--- src/design/rv32_csr_pkg.sv ---
package rv32_csr_pkg;

    // ====================
    // addresses and ops
    // ====================

    // supported machine mode csr addresses
    typedef enum logic [11:0] {
        CSR_MSTATUS   = 12'h300,
        CSR_MISA      = 12'h301,
        CSR_MIE       = 12'h304,
        CSR_MTVEC     = 12'h305,
        CSR_MEPC      = 12'h341,
        CSR_MCAUSE    = 12'h342,
        CSR_MTVAL     = 12'h343,
        CSR_MIP       = 12'h344,
        CSR_MCYCLE    = 12'hB00,
        CSR_MCYCLEH   = 12'hB80,
        CSR_MVENDORID = 12'hF11,
        CSR_MARCHID   = 12'hF12,
        CSR_MIMPID    = 12'hF13,
        CSR_MHARTID   = 12'hF14
    } csr_addr_e;

    // access kind issued by the core
    typedef enum logic [2:0] {
        CSR_OP_NONE  = 3'd0,
        CSR_OP_RW    = 3'd1,
        CSR_OP_SET   = 3'd2,
        CSR_OP_CLEAR = 3'd3,
        CSR_OP_MRET  = 3'd4
    } csr_op_e;

    // mvu view of an address: window prefix and offset within it
    typedef struct packed {
        logic [3:0] prefix;
        logic [7:0] offset;
    } mvu_addr_t;

    // one address word, two decodings
    typedef union packed {
        csr_addr_e std;
        mvu_addr_t mvu;
    } csr_addr_u;

    // ====================
    // register layouts
    // ====================

    // only mie, mpie and mpp are kept
    typedef struct packed {
        logic [18:0] rsvd_31_13;
        logic [1:0]  mpp;
        logic [2:0]  rsvd_10_8;
        logic        mpie;
        logic [2:0]  rsvd_6_4;
        logic        mie;
        logic [2:0]  rsvd_2_0;
    } mstatus_t;

    // core side access, one per cycle
    typedef struct packed {
        csr_addr_u   addr;
        logic [31:0] wdata;
        csr_op_e     op;
    } csr_req_t;

    typedef struct packed {
        logic        valid;
        logic [31:0] cause;
    } exception_t;

    typedef struct packed {
        logic        valid;
        logic [31:0] target;
    } irq_evt_t;

    // write selects from the address decoder
    typedef struct packed {
        logic mstatus;
        logic mie;
        logic mtvec;
        logic mepc;
        logic mtval;
        logic mip;
        logic mvu;
    } csr_sel_t;

    // current regfile contents, fed back for reads
    typedef struct packed {
        mstatus_t    mstatus;
        logic [31:0] mie;
        logic [31:0] mip;
        logic [31:0] mtvec;
        logic [31:0] mepc;
        logic [31:0] mcause;
        logic [31:0] mtval;
        logic [63:0] mcycle;
    } csr_state_t;

    // ====================
    // constants
    // ====================
    localparam logic [31:0] MARCHID_VAL   = 32'h0000_0019;
    // rv32i, mxl = 1
    localparam logic [31:0] MISA_VAL      = 32'h4000_0100;
    localparam logic [31:0] ILLEGAL_INSTR = 32'd2;

    // interrupt bit positions in mip and mie
    localparam int unsigned IRQ_M_SOFT  = 3;
    localparam int unsigned IRQ_M_TIMER = 7;
    localparam int unsigned IRQ_M_EXT   = 11;
    localparam int unsigned IRQ_MVU     = 16;

    localparam logic [31:0] IRQ_MASK = (32'd1 << IRQ_M_SOFT) | (32'd1 << IRQ_M_TIMER)
                                     | (32'd1 << IRQ_M_EXT) | (32'd1 << IRQ_MVU);

endpackage

--- src/design/mvu_apb_pkg.sv ---
package mvu_apb_pkg;

    // ====================
    // apb write port
    // ====================
    localparam int unsigned APB_ADDR_W = 12;
    localparam int unsigned APB_DATA_W = 32;

    // write only, no pready
    typedef struct packed {
        logic [APB_ADDR_W-1:0] paddr;
        logic                  psel;
        logic                  penable;
        logic                  pwrite;
        logic [APB_DATA_W-1:0] pwdata;
    } apb_req_t;

    // ====================
    // mvu window
    // ====================

    // default first address of the mvu csr window
    // window runs from the base up to 0xfff
    localparam logic [11:0] MVU_WINDOW_DEFAULT = 12'hF20;

endpackage

--- src/design/csr_op_decode.sv ---
module csr_op_decode import rv32_csr_pkg::*; (
    input  csr_op_e     op_i,
    input  logic [31:0] wdata_i,
    input  logic [31:0] old_i,
    output logic        rd_en_o,
    output logic        we_o,
    output logic        mret_o,
    output logic [31:0] wdata_o
);

    always_comb begin
        // default is no access
        rd_en_o = 1'b0;
        we_o    = 1'b0;
        mret_o  = 1'b0;
        wdata_o = wdata_i;

        case (op_i)
            CSR_OP_RW: begin
                rd_en_o = 1'b1;
                we_o    = 1'b1;
            end
            // set bits on top of current value
            CSR_OP_SET: begin
                rd_en_o = 1'b1;
                we_o    = 1'b1;
                wdata_o = old_i | wdata_i;
            end
            // clear bits out of current value
            CSR_OP_CLEAR: begin
                rd_en_o = 1'b1;
                we_o    = 1'b1;
                wdata_o = old_i & ~wdata_i;
            end
            // return has no read or write side effect
            CSR_OP_MRET: begin
                mret_o = 1'b1;
            end
            default: begin
                rd_en_o = 1'b0;
                we_o    = 1'b0;
            end
        endcase
    end

endmodule

--- src/design/csr_addr_decode.sv ---
module csr_addr_decode import rv32_csr_pkg::*; #(
    parameter logic [31:0] HART_ID      = 32'd0,
    parameter logic [11:0] MVU_CSR_BASE = 12'hF20
) (
    input  csr_addr_u   addr_i,
    input  logic        rd_en_i,
    input  logic        we_i,
    input  csr_state_t  state_i,
    output csr_sel_t    sel_o,
    output logic [31:0] rdata_o,
    output exception_t  exception_o
);

    // window base split the same way as the address
    localparam mvu_addr_t WIN_BASE = mvu_addr_t'(MVU_CSR_BASE);

    logic        in_window;
    logic        known;
    logic        read_only;
    logic        rd_fault;
    logic        wr_fault;
    logic [31:0] rdata_raw;
    csr_sel_t    sel_raw;

    // ====================
    // window test
    // ====================

    // prefix first, offset only matters within the base prefix
    assign in_window = (addr_i.mvu.prefix > WIN_BASE.prefix)
                     || ((addr_i.mvu.prefix == WIN_BASE.prefix)
                         && (addr_i.mvu.offset >= WIN_BASE.offset));

    // ====================
    // register select
    // ====================
    always_comb begin
        known     = 1'b1;
        read_only = 1'b0;
        rdata_raw = '0;
        sel_raw   = '0;

        if (in_window) begin
            // mvu window reads as zero
            sel_raw.mvu = 1'b1;
        end else begin
            case (addr_i.std)
                // identity, read only
                CSR_MVENDORID: read_only = 1'b1;
                CSR_MIMPID:    read_only = 1'b1;
                CSR_MARCHID: begin
                    read_only = 1'b1;
                    rdata_raw = MARCHID_VAL;
                end
                CSR_MHARTID: begin
                    read_only = 1'b1;
                    rdata_raw = HART_ID;
                end
                // writes dropped silently
                CSR_MISA: rdata_raw = MISA_VAL;
                CSR_MSTATUS: begin
                    rdata_raw       = state_i.mstatus;
                    sel_raw.mstatus = 1'b1;
                end
                CSR_MIE: begin
                    rdata_raw   = state_i.mie;
                    sel_raw.mie = 1'b1;
                end
                CSR_MTVEC: begin
                    rdata_raw     = state_i.mtvec;
                    sel_raw.mtvec = 1'b1;
                end
                CSR_MEPC: begin
                    rdata_raw    = state_i.mepc;
                    sel_raw.mepc = 1'b1;
                end
                CSR_MTVAL: begin
                    rdata_raw     = state_i.mtval;
                    sel_raw.mtval = 1'b1;
                end
                CSR_MIP: begin
                    rdata_raw   = state_i.mip;
                    sel_raw.mip = 1'b1;
                end
                // only written by hardware
                CSR_MCAUSE: begin
                    read_only = 1'b1;
                    rdata_raw = state_i.mcause;
                end
                CSR_MCYCLE: begin
                    read_only = 1'b1;
                    rdata_raw = state_i.mcycle[31:0];
                end
                CSR_MCYCLEH: begin
                    read_only = 1'b1;
                    rdata_raw = state_i.mcycle[63:32];
                end
                default: known = 1'b0;
            endcase
        end
    end

    // ====================
    // access faults
    // ====================
    assign rd_fault = rd_en_i & ~known;
    assign wr_fault = we_i & (~known | read_only);

    assign rdata_o = rd_en_i ? rdata_raw : '0;
    assign sel_o   = we_i ? sel_raw : '0;

    // read and write faults give the same exception
    assign exception_o.valid = rd_fault | wr_fault;
    assign exception_o.cause = (rd_fault | wr_fault) ? ILLEGAL_INSTR : '0;

endmodule

--- src/design/csr_regfile.sv ---
module csr_regfile import rv32_csr_pkg::*; import mvu_apb_pkg::*; #(
    parameter logic [31:0] BOOT_ADDR = 32'h0000_0080
) (
    input  logic        clk,
    input  logic        rst_n,
    input  csr_sel_t    sel_i,
    input  logic [31:0] wdata_i,
    input  logic [11:0] addr_i,
    input  logic        mret_i,
    input  logic        irq_i,
    input  logic        time_irq_i,
    input  logic        ipi_i,
    input  logic        mvu_irq_i,
    input  logic [31:0] pc_i,
    input  logic [4:0]  cause_i,
    input  logic        enable_cycle_count_i,
    output csr_state_t  state_o,
    output irq_evt_t    irq_evt_o,
    output apb_req_t    apb_o
);

    mstatus_t    mstatus_q, mstatus_d;
    mstatus_t    mstatus_w;
    logic [31:0] mie_q, mie_d;
    logic [31:0] mip_q, mip_d;
    logic [31:0] mtvec_q, mtvec_d;
    logic [31:0] mepc_q, mepc_d;
    logic [31:0] mcause_q, mcause_d;
    logic [31:0] mtval_q, mtval_d;
    logic [63:0] mcycle_q, mcycle_d;
    // interrupt capture
    logic        irq_taken;
    logic        serviced_q, serviced_d;
    // apb write stage
    logic        apb_pulse_q;
    logic [11:0] apb_paddr_q;
    logic [31:0] apb_pwdata_q;

    // write data seen through the mstatus layout
    assign mstatus_w = mstatus_t'(wdata_i);

    // only the mvu source can be taken
    assign irq_taken = mstatus_q.mie & mip_q[IRQ_MVU] & mie_q[IRQ_MVU];

    // ====================
    // next state
    // ====================
    always_comb begin
        mstatus_d  = mstatus_q;
        mie_d      = mie_q;
        mtvec_d    = mtvec_q;
        mepc_d     = mepc_q;
        mcause_d   = mcause_q;
        mtval_d    = mtval_q;
        serviced_d = irq_taken;

        // free running while enabled
        mcycle_d = enable_cycle_count_i ? mcycle_q + 64'd1 : mcycle_q;

        // masked software writes
        if (sel_i.mstatus) begin
            mstatus_d      = '0;
            mstatus_d.mie  = mstatus_w.mie;
            mstatus_d.mpie = mstatus_w.mpie;
            mstatus_d.mpp  = mstatus_w.mpp;
        end
        if (sel_i.mie) begin
            mie_d = wdata_i & IRQ_MASK;
        end
        if (sel_i.mtvec) begin
            mtvec_d = wdata_i;
        end
        if (sel_i.mepc) begin
            mepc_d = {wdata_i[31:1], 1'b0};
        end
        if (sel_i.mtval) begin
            mtval_d = wdata_i;
        end

        // pending bits, line copies plus sticky mvu bit
        mip_d              = '0;
        mip_d[IRQ_M_SOFT]  = ipi_i;
        mip_d[IRQ_M_TIMER] = time_irq_i;
        mip_d[IRQ_M_EXT]   = irq_i;
        mip_d[IRQ_MVU]     = sel_i.mip ? wdata_i[IRQ_MVU] : (mip_q[IRQ_MVU] | mvu_irq_i);

        // interrupt entry
        if (irq_taken) begin
            mcause_d       = {1'b1, 26'b0, cause_i};
            mstatus_d.mpie = mstatus_q.mie;
            // return pc only on first taken cycle
            if (!serviced_q) begin
                mepc_d = pc_i;
            end
        end

        // machine return restores enables
        if (mret_i) begin
            mstatus_d.mie  = mstatus_q.mpie;
            mstatus_d.mpie = 1'b1;
            serviced_d     = 1'b0;
        end
    end

    // ====================
    // registers
    // ====================
    always_ff @(posedge clk or negedge rst_n) begin
        if (!rst_n) begin
            mstatus_q   <= '0;
            mie_q       <= '0;
            mip_q       <= '0;
            mtvec_q     <= BOOT_ADDR;
            mepc_q      <= '0;
            mcause_q    <= '0;
            mtval_q     <= '0;
            mcycle_q    <= '0;
            serviced_q  <= 1'b0;
            apb_pulse_q <= 1'b0;
        end else begin
            mstatus_q   <= mstatus_d;
            mie_q       <= mie_d;
            mip_q       <= mip_d;
            mtvec_q     <= mtvec_d;
            mepc_q      <= mepc_d;
            mcause_q    <= mcause_d;
            mtval_q     <= mtval_d;
            mcycle_q    <= mcycle_d;
            serviced_q  <= serviced_d;
            // one cycle pulse per window write
            apb_pulse_q <= sel_i.mvu;
        end
    end

    // address and data of the last window write
    always_ff @(posedge clk) begin
        if (sel_i.mvu) begin
            apb_paddr_q  <= addr_i;
            apb_pwdata_q <= wdata_i;
        end
    end

    // ====================
    // outputs
    // ====================
    assign state_o.mstatus = mstatus_q;
    assign state_o.mie     = mie_q;
    assign state_o.mip     = mip_q;
    assign state_o.mtvec   = mtvec_q;
    assign state_o.mepc    = mepc_q;
    assign state_o.mcause  = mcause_q;
    assign state_o.mtval   = mtval_q;
    assign state_o.mcycle  = mcycle_q;

    // any pending source with global enable
    assign irq_evt_o.valid  = (|mip_q) & mstatus_q.mie;
    assign irq_evt_o.target = mret_i ? mepc_q : mtvec_q;

    assign apb_o.paddr   = apb_paddr_q;
    assign apb_o.psel    = apb_pulse_q;
    assign apb_o.penable = apb_pulse_q;
    assign apb_o.pwrite  = apb_pulse_q;
    assign apb_o.pwdata  = apb_pwdata_q;

endmodule

--- src/design/csr_unit_top.sv ---
module csr_unit_top import rv32_csr_pkg::*; import mvu_apb_pkg::*; #(
    parameter logic [31:0] HART_ID      = 32'd0,
    parameter logic [31:0] BOOT_ADDR    = 32'h0000_0080,
    parameter logic [11:0] MVU_CSR_BASE = MVU_WINDOW_DEFAULT
) (
    input  logic        clk,
    input  logic        rst_n,
    // core access port
    input  csr_req_t    csr_req_i,
    output logic [31:0] csr_rdata_o,
    output exception_t  csr_exception_o,
    // interrupt lines
    input  logic        irq_i,
    input  logic        time_irq_i,
    input  logic        ipi_i,
    input  logic        mvu_irq_i,
    input  logic [31:0] pc_i,
    input  logic [4:0]  cause_i,
    input  logic        enable_cycle_count_i,
    output irq_evt_t    irq_evt_o,
    // mvu configuration writes
    output apb_req_t    apb_o
);

    logic        rd_en;
    logic        we;
    logic        mret;
    logic [31:0] wdata;
    logic [31:0] rdata;
    csr_sel_t    sel;
    csr_state_t  state;

    assign csr_rdata_o = rdata;

    // ====================
    // decode
    // ====================
    csr_op_decode u_op_decode (
        .op_i    (csr_req_i.op),
        .wdata_i (csr_req_i.wdata),
        .old_i   (rdata),
        .rd_en_o (rd_en),
        .we_o    (we),
        .mret_o  (mret),
        .wdata_o (wdata)
    );

    csr_addr_decode #(
        .HART_ID      (HART_ID),
        .MVU_CSR_BASE (MVU_CSR_BASE)
    ) u_addr_decode (
        .addr_i      (csr_req_i.addr),
        .rd_en_i     (rd_en),
        .we_i        (we),
        .state_i     (state),
        .sel_o       (sel),
        .rdata_o     (rdata),
        .exception_o (csr_exception_o)
    );

    // ====================
    // state
    // ====================
    csr_regfile #(
        .BOOT_ADDR (BOOT_ADDR)
    ) u_regfile (
        .clk                  (clk),
        .rst_n                (rst_n),
        .sel_i                (sel),
        .wdata_i              (wdata),
        .addr_i               (csr_req_i.addr),
        .mret_i               (mret),
        .irq_i                (irq_i),
        .time_irq_i           (time_irq_i),
        .ipi_i                (ipi_i),
        .mvu_irq_i            (mvu_irq_i),
        .pc_i                 (pc_i),
        .cause_i              (cause_i),
        .enable_cycle_count_i (enable_cycle_count_i),
        .state_o              (state),
        .irq_evt_o            (irq_evt_o),
        .apb_o                (apb_o)
    );

endmodule

--- config.mk ---
export PLATFORM = sky130hd
export DESIGN_NAME = csr_unit_top
export DESIGN_NICKNAME = d
export VERILOG_FILES = /design/src/design/rv32_csr_pkg.sv /design/src/design/mvu_apb_pkg.sv /design/src/design/csr_op_decode.sv /design/src/design/csr_addr_decode.sv /design/src/design/csr_regfile.sv /design/src/design/csr_unit_top.sv
export SDC_FILE = /design/constraint.sdc
export NUM_CORES = 1
export LEC_CHECK = 0
export ABC_AREA = 1
export BUFFER_PORTS_ARGS = -buffer_cell sky130_fd_sc_hd__buf_2
export CAP_MARGIN = 20
export CORE_MARGIN = 2
export CORE_UTILIZATION = 55
export DETAILED_ROUTE_END_ITERATION = 10
export GPL_TIMING_DRIVEN = 0
export PLACE_DENSITY = 0.83
export SLEW_MARGIN = 20
export SYNTH_ARGS = -nofsm -noshare
export SYNTH_HDL_FRONTEND = slang
export SYNTH_SLANG_ARGS = --single-unit
export TNS_END_PERCENT = 20
--- constraint.sdc ---
create_clock -name clk -period 3.35 [get_ports clk]
set_input_delay 0.5025 -clock clk [delete_from_list [all_inputs] [get_ports clk]]
set_output_delay 0.5025 -clock clk [all_outputs]
set_load 0.01 [all_outputs]
==> results of run 1 <==
worst min-delay path by stage:
stage	startpoint	endpoint	slack, ps
finish	time_irq_i	u_regfile.mip_q[7]$_DFF_PN0_	90
detailed placement	u_regfile.mcycle_q[62]$_DFFE_PN0P_	u_regfile.mcycle_q[62]$_DFFE_PN0P_	460
global route	time_irq_i	u_regfile.mip_q[7]$_DFF_PN0_	80
floorplan	rst_n	u_regfile.apb_pulse_q$_DFF_PN0_	210
global placement	u_regfile.mcause_q[31]$_DFFE_PN0P_	u_regfile.mcause_q[31]$_DFFE_PN0P_	450
CTS	time_irq_i	u_regfile.mip_q[7]$_DFF_PN0_	80
cell usage in the layout (no fill, tap or decap), drive strengths merged:
master | synthesis | final
xor2 | 57 | 57
nor2 | 230 | 230
xnor2 | 3 | 3
nor3b | 2 | 2
o22ai | 13 | 13
dfstp | 1 | 1
ha | 1 | 1
a31oi | 21 | 21
nand3b | 4 | 4
and3 | 1 | 1
o2111ai | 1 | 1
nand2 | 401 | 401
bufinv | 0 | 4
clkbuf | 33 | 62
a211oi | 1 | 1
buf | 54 | 260
nor3 | 50 | 50
nor4 | 7 | 7
clkinv | 2 | 12
nand3 | 96 | 96
conb | 1 | 31
o31ai | 1 | 1
or2 | 1 | 1
dlygate4sd3 | 0 | 1
nand4 | 29 | 29
inv | 214 | 215
o221ai | 1 | 1
o21ai | 114 | 114
edfxtp | 44 | 44
a21oi | 91 | 91
dfrtp | 179 | 179
power by group:
group          internal, mW  total [mW]  switching (mW)
clock                  1.70        2.85            1.16
combinational         0.181       0.556           0.374
sequential             2.86        2.94          0.0773
total                  4.74        6.35            1.61
logic make-up (layout without fill, tap and decap cells):
family	Yosys count	after routing	synth area share, %
buffers and inverters	303	554	10.5
AND/OR/NAND/NOR	821	821	28.4
AO/OA/AOI/OAI	243	243	10.2
flip-flops	224	224	46.5
adder cells (fa/ha/maj)	1	1	0.0998
other	1	31	0.0299
XOR/XNOR	60	60	4.19
critical path, stage by stage:
cell	delay, ps
buf_2	140
nor2_1	90
nor2_2	430
nand2_2	330
a21oi_4	460
inv_4	230
a31oi_1	330
buf_2	200
Yosys cell counts, types with 12 or more instances:
library cell  count  area share, %
o22ai_1          13           0.65
nand2_2          14           0.70
inv_1           209            6.3
buf_4            39            2.3
nor3_1           47            1.9
clkbuf_1         33           0.99
o21ai_0         104            4.2
nand3_1          87            3.5
a21oi_1          90            3.6
nor2_1          217            6.5
buf_2            12           0.48
nand4_1          29            1.4
xor2_1           57            4.0
dfrtp_1         179             36
edfxtp_1         44             11
nand2_1         385             12
a31oi_1          21            1.0
cell type report:
cell class	count	area (sq um)
clock buffer	30	654
timing repair buffer	207	1100
inverter	216	818
tap	285	357
buffer	86	503
clock inverter	15	176
sequential	224	5830
multi-input combinational	1156	5520
fill	1874	7550
through the flow:
stage / instance area, sq um / worst slack (ps) / cells
floorplan: 12700 / 654 / 1683
global placement: 14000 / -1230 / 2171
detailed placement: 14100 / -188 / 2173
CTS: 14900 / 86.3 / 2218
global route: 15000 / 77.7 / 2219
finish: 15000 / 121 / 2219
what timing repair did:
| item | 4_1_cts | 5_1_grt |
|---|---|---|
| hold buffers | 1 | 0 |
| pin swaps | 0 | 1 |
| buffers inserted | 0 | 1 |
| setup endpoints to repair | 10 | 1 |
| resized for setup | 1 | 4 |
| endpoints found under the hold margin | 3 | 0 |
metal layers:
metal	routed length [um]	share of wire (%)
met1	16000	37
met2	20300	47
met3	4730	11
met4	2330	5.4
met5	0	0
state kept, by name, summed over array words and instances (netlist names):
signal,count
u_regfile.mip_q,4
u_regfile.state_o,4
u_regfile.apb_pwdata_q,32
u_regfile.apb_pulse_q,1
u_regfile.serviced_q,1
u_regfile.mcause_q,6
u_regfile.mepc_q,32
u_regfile.mcycle_q,64
u_regfile.apb_paddr_q,12
u_regfile.mie_q,4
u_regfile.mtval_q,32
u_regfile.mtvec_q,32
==> impl_results.md, run 1 <==
- Worst r2r path cells: 8
- Global-route wire length before repair: 65600 um
- RSZ-0062 raised after global routing: false
- Die H: 155 um
- Global route total overflow: 0
- Reg clk slew, reported paths: 60 ps
- Initial antenna violation count: 0
- Sum Neg Setup Slack: 0 ps
- Number of enable flip-flop cells after synthesis: 44
- Max Fclk: 310 MHz
- Layout area overhead: 19.3%
- Drt wl/cell: 19.5 um
- DRT antenna net count: 0
- Final Skew: 26.0 ps
- H-Tree Depth: 1
- CTS tree: done
- Worst slew pin tran: 832 ps
- Drt total wl: 43400 um
- Met2 usage: 58.2%
- Layout cells sized above 1: 18.0%
- # IOs: 236
- Vias per inst: 5.75
- Die area: 24000 sq um
- Setup crit end kind: output port
- R2r startpoint: u_regfile.state_o[259]$_DFFE_PN0P_
- Setup-failing EPs final: 0
- Status: finished clean
- Port Buffers: 203
- Final period util: 96.4%
- Register area share after synthesis: 46.5%
- Static Leakage: 7.74 nW
- Clock Sinks: 224
- Met1 usage: 45.2%
- Via count: 12760
- Capturing point of the worst reg2reg path: u_regfile.mepc_q[1]$_DFF_PN0_
- Startpoint Class: primary input
- Req. time, crit path: 2850 ps
- Total track usage: 35.3%
- Avg Cell Area, Syn: 7.59 sq um
- Pwr dens: 425 nW/um^2
- GP Congestion: 0.986
- Largest vdd supply drop: 0.283 mV
- Pin count of the biggest net entering global routing: 96
- Final HPWL DP: 32000 um
- Met3 Use GR: 6.10%
- Post-synthesis cell type count: 45
- Critical Path Sink: csr_rdata_o[31]
- DR DRC count: 0
- Hold Crit Class: primary input to flop
- Starting Density: 55.7%
- Max-Cap Viols: 0
- Iteration-0 DRC Markers: 1803
- Slew Viols, Final: 0
- # rows: 55
- Die width: 155 um
- Async SR Flop Fraction: 80.4%
- Crit. Startpoint: csr_req_i[1]
- Final net count: 2008
- TritonRoute pass-1 iters: 6
- WHS: 87.1 ps
- Worst R2R Setup Slack: 530 ps
- FF+latch count, synth: 224
- WP data arrival: 2730 ps
- Relative slew slack: 44.4%
- Kind of critical path: primary input to output port
- Synthesized area: 12500 sq um
- Final Hold Fails: 0
- Synth Instances: 1653
- Grt peak-use layer: met2
- Vias in the first global route: 12264
- Post-layout minimum cycle time: 3230 ps
- YS warnings: 0
- CTS root buf: clkbuf_16
- Hold Crit Depth: 1
- Final Core Density: 66.4%
- Antenna diodes: 0
- CORE AREA: 22500 sq um
- Total CTS buffers: 25
- CP max FO: 18
- Total Power: 6.35 mW
- Worst-Skew Late Latency: 540 ps
- Clock tree buffer depth: 3
- Main flop type after synthesis: dfrtp_1
No activity file was read; power rests on OpenSTA's default activity.
==> inputs of run 2 (changes only) <==
==> constraint.sdc (replaced) <==
create_clock -name clk -period 4.2 [get_ports clk]
set_input_delay 0.63 -clock clk [delete_from_list [all_inputs] [get_ports clk]]
set_output_delay 0.63 -clock clk [all_outputs]
set_load 0.01 [all_outputs]
==> run 2 against run 1 <==
First-iteration DRC count down 14%. Combinational power is 22% lower. Clock power is 23% lower. Worst hold slack worse by 76 ps. Wire length is 0.50% lower. Sequential cell count unchanged. Register-to-register slack better by 880 ps. Critical path type unchanged. Largest power group unchanged.
==> impl_results.md, run 2 (synthesized netlist as in run 1, its figures left out) <==
- Commonest cells after routing, fill and taps aside: nand2_1 (385), nor2_1 (216), buf_2 (214), inv_1 (209), dfrtp_1 (179) (was nand2_1 (384), nor2_1 (215), buf_2 (214), inv_1 (209), dfrtp_1 (179))
- Final Skew: 9.00 ps (was 26.0 ps)
- Port Buffers: 203 (unchanged)
- DR DRC count: 0 (unchanged)
- Initial antenna violation count: 0 (unchanged)
- Largest Register: u_regfile.mcycle_q (unchanged)
- Post-layout minimum cycle time: 3900 ps
- Final Core Density: 66.3% (was 66.4%)
- Final period util: 92.9%
- Slowest-stage cell, CP: a21oi_4 (unchanged)
- Worst path max stage delay: 510 ps (was 460 ps)
- WP data arrival: 3270 ps (was 2730 ps)
- Global route total overflow: 0 (unchanged)
- Pwr dens: 333 nW/um^2 (was 425 nW/um^2)
- Total track usage: 35.7% (was 35.3%)
- CP max FO: 10 (was 18)
- Die H: 155 um (unchanged)
- Hold Crit Class: primary input to async pin (was primary input to flop)
- Largest vdd supply drop: 0.320 mV (was 0.283 mV)
- Placed inst area: 14100 sq um (about the same)
- Status: finished clean (unchanged)
- Kind of critical path: primary input to output port (unchanged)
- CP Buf/Inv Count: 4 (was 3)
- Setup-failing EPs final: 0 (unchanged)
- Post-CTS Resized: 0 (was 1)
- Worst slew pin tran: 805 ps (was 832 ps)
- Max Fclk: 256 MHz
- Worst-Skew Late Latency: 530 ps (was 540 ps)
- Starting Density: 55.7% (unchanged)
- H-Tree Depth: 1 (unchanged)
- Pin count of the biggest net entering global routing: 76 (was 96)
- Final Cell Area: 14900 sq um (was 15000 sq um)
- CORE AREA: 22500 sq um (unchanged)
- Setup crit end kind: output port (unchanged)
- Layout cells sized above 1: 18.1% (was 18.0%)
- Die width: 155 um (unchanged)
- CTS tree: done (unchanged)
- RSZ-0062 raised after global routing: false (unchanged)
- Iteration-0 DRC Markers: 1549 (was 1803)
- Top delay family on crit path: simple AND/OR/NAND/NOR gates (unchanged)
- GP Congestion: 0.999 (was 0.986)
- Reg clk slew, reported paths: 60 ps (about the same)
- Die area: 24000 sq um (unchanged)
- Most common cell after layout, fill and taps aside: nand2_1 (unchanged)
- Hold buffer count at CTS: 0 (was 1)
- Crit-path cells: buf_2 > nor2_1 > nor2_2 > nand2_1 > a21oi_4 > inv_2 > clkbuf_1 > nor2_1 > buf_2 (was buf_2 > nor2_1 > nor2_2 > nand2_2 > a21oi_4 > inv_4 > a31oi_1 > buf_2)
- Clock Sinks: 224 (unchanged)
- Final Hold Fails: 0 (unchanged)
- Via count: 12725 (was 12760)
- Final HPWL DP: 31800 um (was 32000 um)
- Postcts setup bufs: 0 (unchanged)
- Max-Cap Viols: 0 (unchanged)
- Vias per inst: 5.74 (was 5.75)
- Slew Viols, Final: 0 (unchanged)
- Max FFs per register: 64 (unchanged)
- TritonRoute pass-1 iters: 6 (unchanged)
- CTS root buf: clkbuf_16 (unchanged)
- Global-route wire length before repair: 66400 um (was 65600 um)
- Startpoint Class: primary input (unchanged)
- Final net count: 2007 (was 2008)
- # IOs: 236 (unchanged)
- Drt total wl: 43200 um (was 43400 um)
- Layout area overhead: 19.0% (was 19.3%)
- Clock tree buffer depth: 3 (unchanged)
- Static Leakage: 7.72 nW (was 7.74 nW)
- Req. time, crit path: 3570 ps (was 2850 ps)
- Drt wl/cell: 19.5 um (about the same)
- Vias in the first global route: 12367 (was 12264)
- Relative slew slack: 46.2% (was 44.4%)
- # rows: 55 (unchanged)
- Antenna diodes: 0 (unchanged)
- DRT antenna net count: 0 (unchanged)
- Total CTS buffers: 24 (was 25)
==> run 2: cell types whose count changed in the layout (fill, tap and decap cells not counted), moves of 2 or more <==
| cell | delta |
|---|---|
| clkinvlp_4 | +3 |
| clkinv_1 | -5 |
| clkbuf_1 | +2 |
| bufinv_16 | -2 |
| clkbuf_8 | +3 |
==> run 2: worst register-to-register path, stage by stage, from the launching register on <==
cell	delay (ps)
dfrtp_1	410
inv_1	100
nor3_2	550
inv_1	330
nor2_1	470
inv_1	160
clkbuf_1	350
nor2_1	220
a21oi_1	70
==> run 2: path summary, 6_finish.rpt <==
path	from	to	slack (ps)	cells past startpoint
hold reg to reg	u_regfile.mcycle_q[62]$_DFFE_PN0P_	u_regfile.mcycle_q[62]$_DFFE_PN0P_	460	1
max in group asynchronous	rst_n	u_regfile.mcycle_q[25]$_DFFE_PN0P_	3120	3
setup / recovery	csr_req_i[1]	csr_rdata_o[0]	300	9
hold / removal	rst_n	u_regfile.apb_pulse_q$_DFF_PN0_	10	1
min in group clk	ipi_i	u_regfile.mip_q[3]$_DFF_PN0_	200	1
setup reg to reg	u_regfile.state_o[259]$_DFFE_PN0P_	u_regfile.mepc_q[18]$_DFF_PN0_	1410	8
==> run 2: per-stage QoR <==
step,power (mW),instances,setup TNS (ps),hold slack [ps],worst slack (ps)
final,4.97,2218,0,11.3,296
after global routing,5.10,2218,0,35.7,311
after CTS,4.97,2218,0,22.6,464
after detailed placement,2.81,2174,0,457,486
after global placement,2.79,2171,-149160,456,-1290
after floorplan,2.61,1683,0,334,638
==> run 2: cell type report <==
type	count	area, sq um
Fill cell	1952	7580
Sequential cell	224	5830
Clock inverter	10	108
Multi-Input combinational cell	1156	5510
Timing Repair Buffer	206	1100
Buffer	87	507
Tap cell	285	357
Inverter	216	816
Clock buffer	34	699
==> run 2: metal layers <==
layer	vias up	global-route usage [%]	routed length, um
li1	5771	-	-
met1	5900	44.8	15600
met2	864	57.5	19800
met3	190	7.41	5100
met4	0	20.7	2590
met5	-	0	0
==> run 2: where the power goes <==
| group | leakage [nW] | switching [mW] | internal, mW |
|---|---|---|---|
| Sequential | 2.47 | 0.0624 | 2.28 |
| Clock | 0.391 | 0.905 | 1.28 |
| Combinational | 4.86 | 0.290 | 0.146 |
| Total | 7.72 | 1.26 | 3.71 |
==> inputs of run 3 (changes only) <==
--- a/config.mk
+++ b/config.mk
@@ -9,10 +9,10 @@
 export BUFFER_PORTS_ARGS = -buffer_cell sky130_fd_sc_hd__buf_2
 export CAP_MARGIN = 20
 export CORE_MARGIN = 2
-export CORE_UTILIZATION = 55
+export CORE_UTILIZATION = 50
 export DETAILED_ROUTE_END_ITERATION = 10
 export GPL_TIMING_DRIVEN = 0
-export PLACE_DENSITY = 0.83
+export PLACE_DENSITY = 0.77
 export SLEW_MARGIN = 20
 export SYNTH_ARGS = -nofsm -noshare
 export SYNTH_HDL_FRONTEND = slang
==> run 3 against run 2 <==
Fmax decreased by 3.9%. Power up 6.9%. Final cell count grew 2.0%. Worst setup slack worse by 160 ps. Sequential share of layout area shrank 0.60 points. Non-clock buffer count increased by 1. Sequential power about the same. Combinational power up 0.9%. Global-route usage is 2.8 points lower. Via count down 1.4%. First-iteration DRC count grew 26%. Critical path type unchanged. Critical endpoint unchanged.
==> impl_results.md, run 3 (synthesized netlist as in run 1, its figures left out) <==
- Total track usage: 32.9% (was 35.7%)
- CORE AREA: 24500 sq um (was 22500 sq um)
- Setup-failing EPs final: 0 (unchanged)
- Relative slew slack: 47.6% (was 46.2%)
- Sw Share: 24.4% (was 25.3%)
- Die width: 162 um (was 155 um)
- Max-Cap Viols: 0 (unchanged)
- Die H: 162 um (was 155 um)
- Worst path max stage delay: 500 ps (was 510 ps)
- CTS tree: done (unchanged)
- Final net count: 2011 (was 2007)
- H-Tree Depth: 1 (unchanged)
- Crit-path cells: buf_2 > nor2_1 > nor2_2 > nand2_1 > a21oi_4 > inv_2 > clkbuf_1 > nor2_1 > buf_2 (unchanged)
- Pint: 4.02 mW (was 3.71 mW)
- CTS root buf: clkbuf_16 (unchanged)
- Max FFs per register: 64 (unchanged)
- Postcts setup bufs: 0 (unchanged)
- Final Skew: 10.8 ps (was 9.00 ps)
- Final Core Density: 62.0% (was 66.3%)
- Final HPWL DP: 33100 um (was 31800 um)
- Vias per inst: 5.54 (was 5.74)
- Setup crit end kind: output port (unchanged)
- Largest vdd supply drop: 0.235 mV (was 0.320 mV)
- Commonest cells after routing, fill and taps aside: nand2_1 (385), nor2_1 (216), buf_2 (214), inv_1 (209), dfrtp_1 (179) (unchanged)
- Hold buffer count at CTS: 0 (unchanged)
- Hold Crit Class: primary input to async pin (unchanged)
- # rows: 57 (was 55)
- Pin count of the biggest net entering global routing: 74 (was 76)
- Drt total wl: 44100 um (was 43200 um)
- Drt wl/cell: 19.5 um (about the same)
- Die area: 26400 sq um (was 24000 sq um)
- Vias in the first global route: 11847 (was 12367)
- Slew Viols, Final: 0 (unchanged)
- Port Buffers: 203 (unchanged)
- Worst r2r path cells: 8 (unchanged)
- Via count: 12547 (was 12725)
- DR DRC count: 0 (unchanged)
- CP max FO: 10 (unchanged)
- Global-route wire length before repair: 66300 um (was 66400 um)
- Layout area overhead: 20.9% (was 19.0%)
- GP Congestion: 0.989 (was 0.999)
- TritonRoute pass-1 iters: 6 (unchanged)
- Final period util: 96.7% (was 92.9%)
- Gate power share: 8.3% (was 8.8%)
- Stages on the worst setup path: 9 (unchanged)
- WP data arrival: 3430 ps (was 3270 ps)
- Startpoint Class: primary input (unchanged)
- Reg clk slew, reported paths: 60 ps (about the same)
- Total CTS buffers: 27 (was 24)
- Post-CTS Resized: 0 (unchanged)
- Iteration-0 DRC Markers: 1951 (was 1549)
- Seq pwr share: 44.1% (was 47.2%)
- Starting Density: 51.3% (was 55.7%)
- Req. time, crit path: 3570 ps (about the same)
- Clock tree buffer depth: 3 (unchanged)
- Max Fclk: 246 MHz (was 256 MHz)
- Slowest-stage cell, CP: a21oi_4 (unchanged)
- Largest Register: u_regfile.mcycle_q (unchanged)
- Status: finished clean (unchanged)
- Clock Power Share: 47.6% (was 44.0%)
- # IOs: 236 (unchanged)
- RSZ-0062 raised after global routing: false (unchanged)
- Post-layout minimum cycle time: 4060 ps (was 3900 ps)
- Fin cells: 2263 (was 2218)
- Cells after DPL: 2214 (was 2174)
- Worst slew pin tran: 786 ps (was 805 ps)
- Fillers: 2166 (was 1952)
- Clock Sinks: 224 (unchanged)
- Switching power: 1.30 mW (was 1.26 mW)
- Layout cells sized above 1: 18.2% (was 18.1%)
- Final Hold Fails: 0 (unchanged)
- Most common cell after layout, fill and taps aside: nand2_1 (unchanged)
- Worst-Skew Late Latency: 530 ps (about the same)
- Pwr dens: 351 nW/um^2 (was 333 nW/um^2)
- Initial antenna violation count: 1 (was 0)
- Kind of critical path: primary input to output port (unchanged)
- CP Buf/Inv Count: 4 (unchanged)
- Global route total overflow: 0 (unchanged)
- Top delay family on crit path: simple AND/OR/NAND/NOR gates (unchanged)
- Antenna diodes: 0 (unchanged)
- DRT antenna net count: 0 (unchanged)
- Static Leakage: 7.81 nW (was 7.72 nW)
-- run 3: cell count changes in the layout (fill, tap and decap cells not counted), sizes merged --
| cell | previous run | this run |
|---|---|---|
| buf | 260 | 261 |
| clkinvlp | 3 | 1 |
| clkbuf | 67 | 71 |
| bufinv | 2 | 5 |
-- run 3: final cells by class --
| class | instances | area, sq um | area share [%] |
|---|---|---|---|
| inverters | 216 | 816 | 5.38 |
| clock buffers | 38 | 777 | 5.13 |
| multi-input cells | 1156 | 5510 | 36.3 |
| clock inverters | 11 | 179 | 1.18 |
| plain buffers | 87 | 507 | 3.34 |
| flip-flops and latches | 224 | 5830 | 38.4 |
| well taps | 324 | 405 | 2.67 |
| repair buffers | 207 | 1140 | 7.50 |
-- run 3: worst paths after layout --
check,from,endpoint,slack (ps)
max in group asynchronous,rst_n,u_regfile.mcycle_q[52]$_DFFE_PN0P_,3430
setup reg to reg,u_regfile.state_o[259]$_DFFE_PN0P_,u_regfile.mepc_q[1]$_DFF_PN0_,1290
hold / removal,rst_n,u_regfile.apb_pulse_q$_DFF_PN0_,0.09
setup / recovery,csr_req_i[1],csr_rdata_o[0],140
hold reg to reg,u_regfile.mcycle_q[62]$_DFFE_PN0P_,u_regfile.mcycle_q[62]$_DFFE_PN0P_,460
min in group clk,ipi_i,u_regfile.mip_q[3]$_DFF_PN0_,200
-- run 3: stage by stage --
| step | hold WS [ps] | power [mW] | area [sq um] | setup WS (ps) | TNS [ps] |
|---|---|---|---|---|---|
| after global placement | 457 | 2.80 | 14100 | -1320 | -157280 |
| after detailed placement | 459 | 2.82 | 14200 | 385 | 0 |
| after floorplan | 334 | 2.61 | 12700 | 638 | 0 |
| after global routing | 29.9 | 5.46 | 15200 | 230 | 0 |
| final | 0.0882 | 5.31 | 15200 | 139 | 0 |
| after CTS | 15.1 | 5.31 | 15200 | 365 | 0 |
-- run 3: power by group through the flow --
| stage | logic (mW) | registers [mW] | clock network [mW] |
|---|---|---|---|
| 2_1_floorplan | 0.233 | 2.37 | 0 |
| 4_1_cts | 0.435 | 2.34 | 2.53 |
| 3_5_place_dp | 0.432 | 2.38 | 0 |
| 6_report | 0.440 | 2.35 | 2.53 |
| 5_1_grt | 0.484 | 2.35 | 2.62 |
| 3_3_place_gp | 0.415 | 2.38 | 0 |
-- run 3: layer usage --
layer	GRT usage, %	vias to the layer above	routed length [um]
li1	-	5778	-
met4	12.8	0	1790
met1	44.1	5893	16800
met5	0	-	0
met3	4.56	125	4590
met2	54.4	751	20900
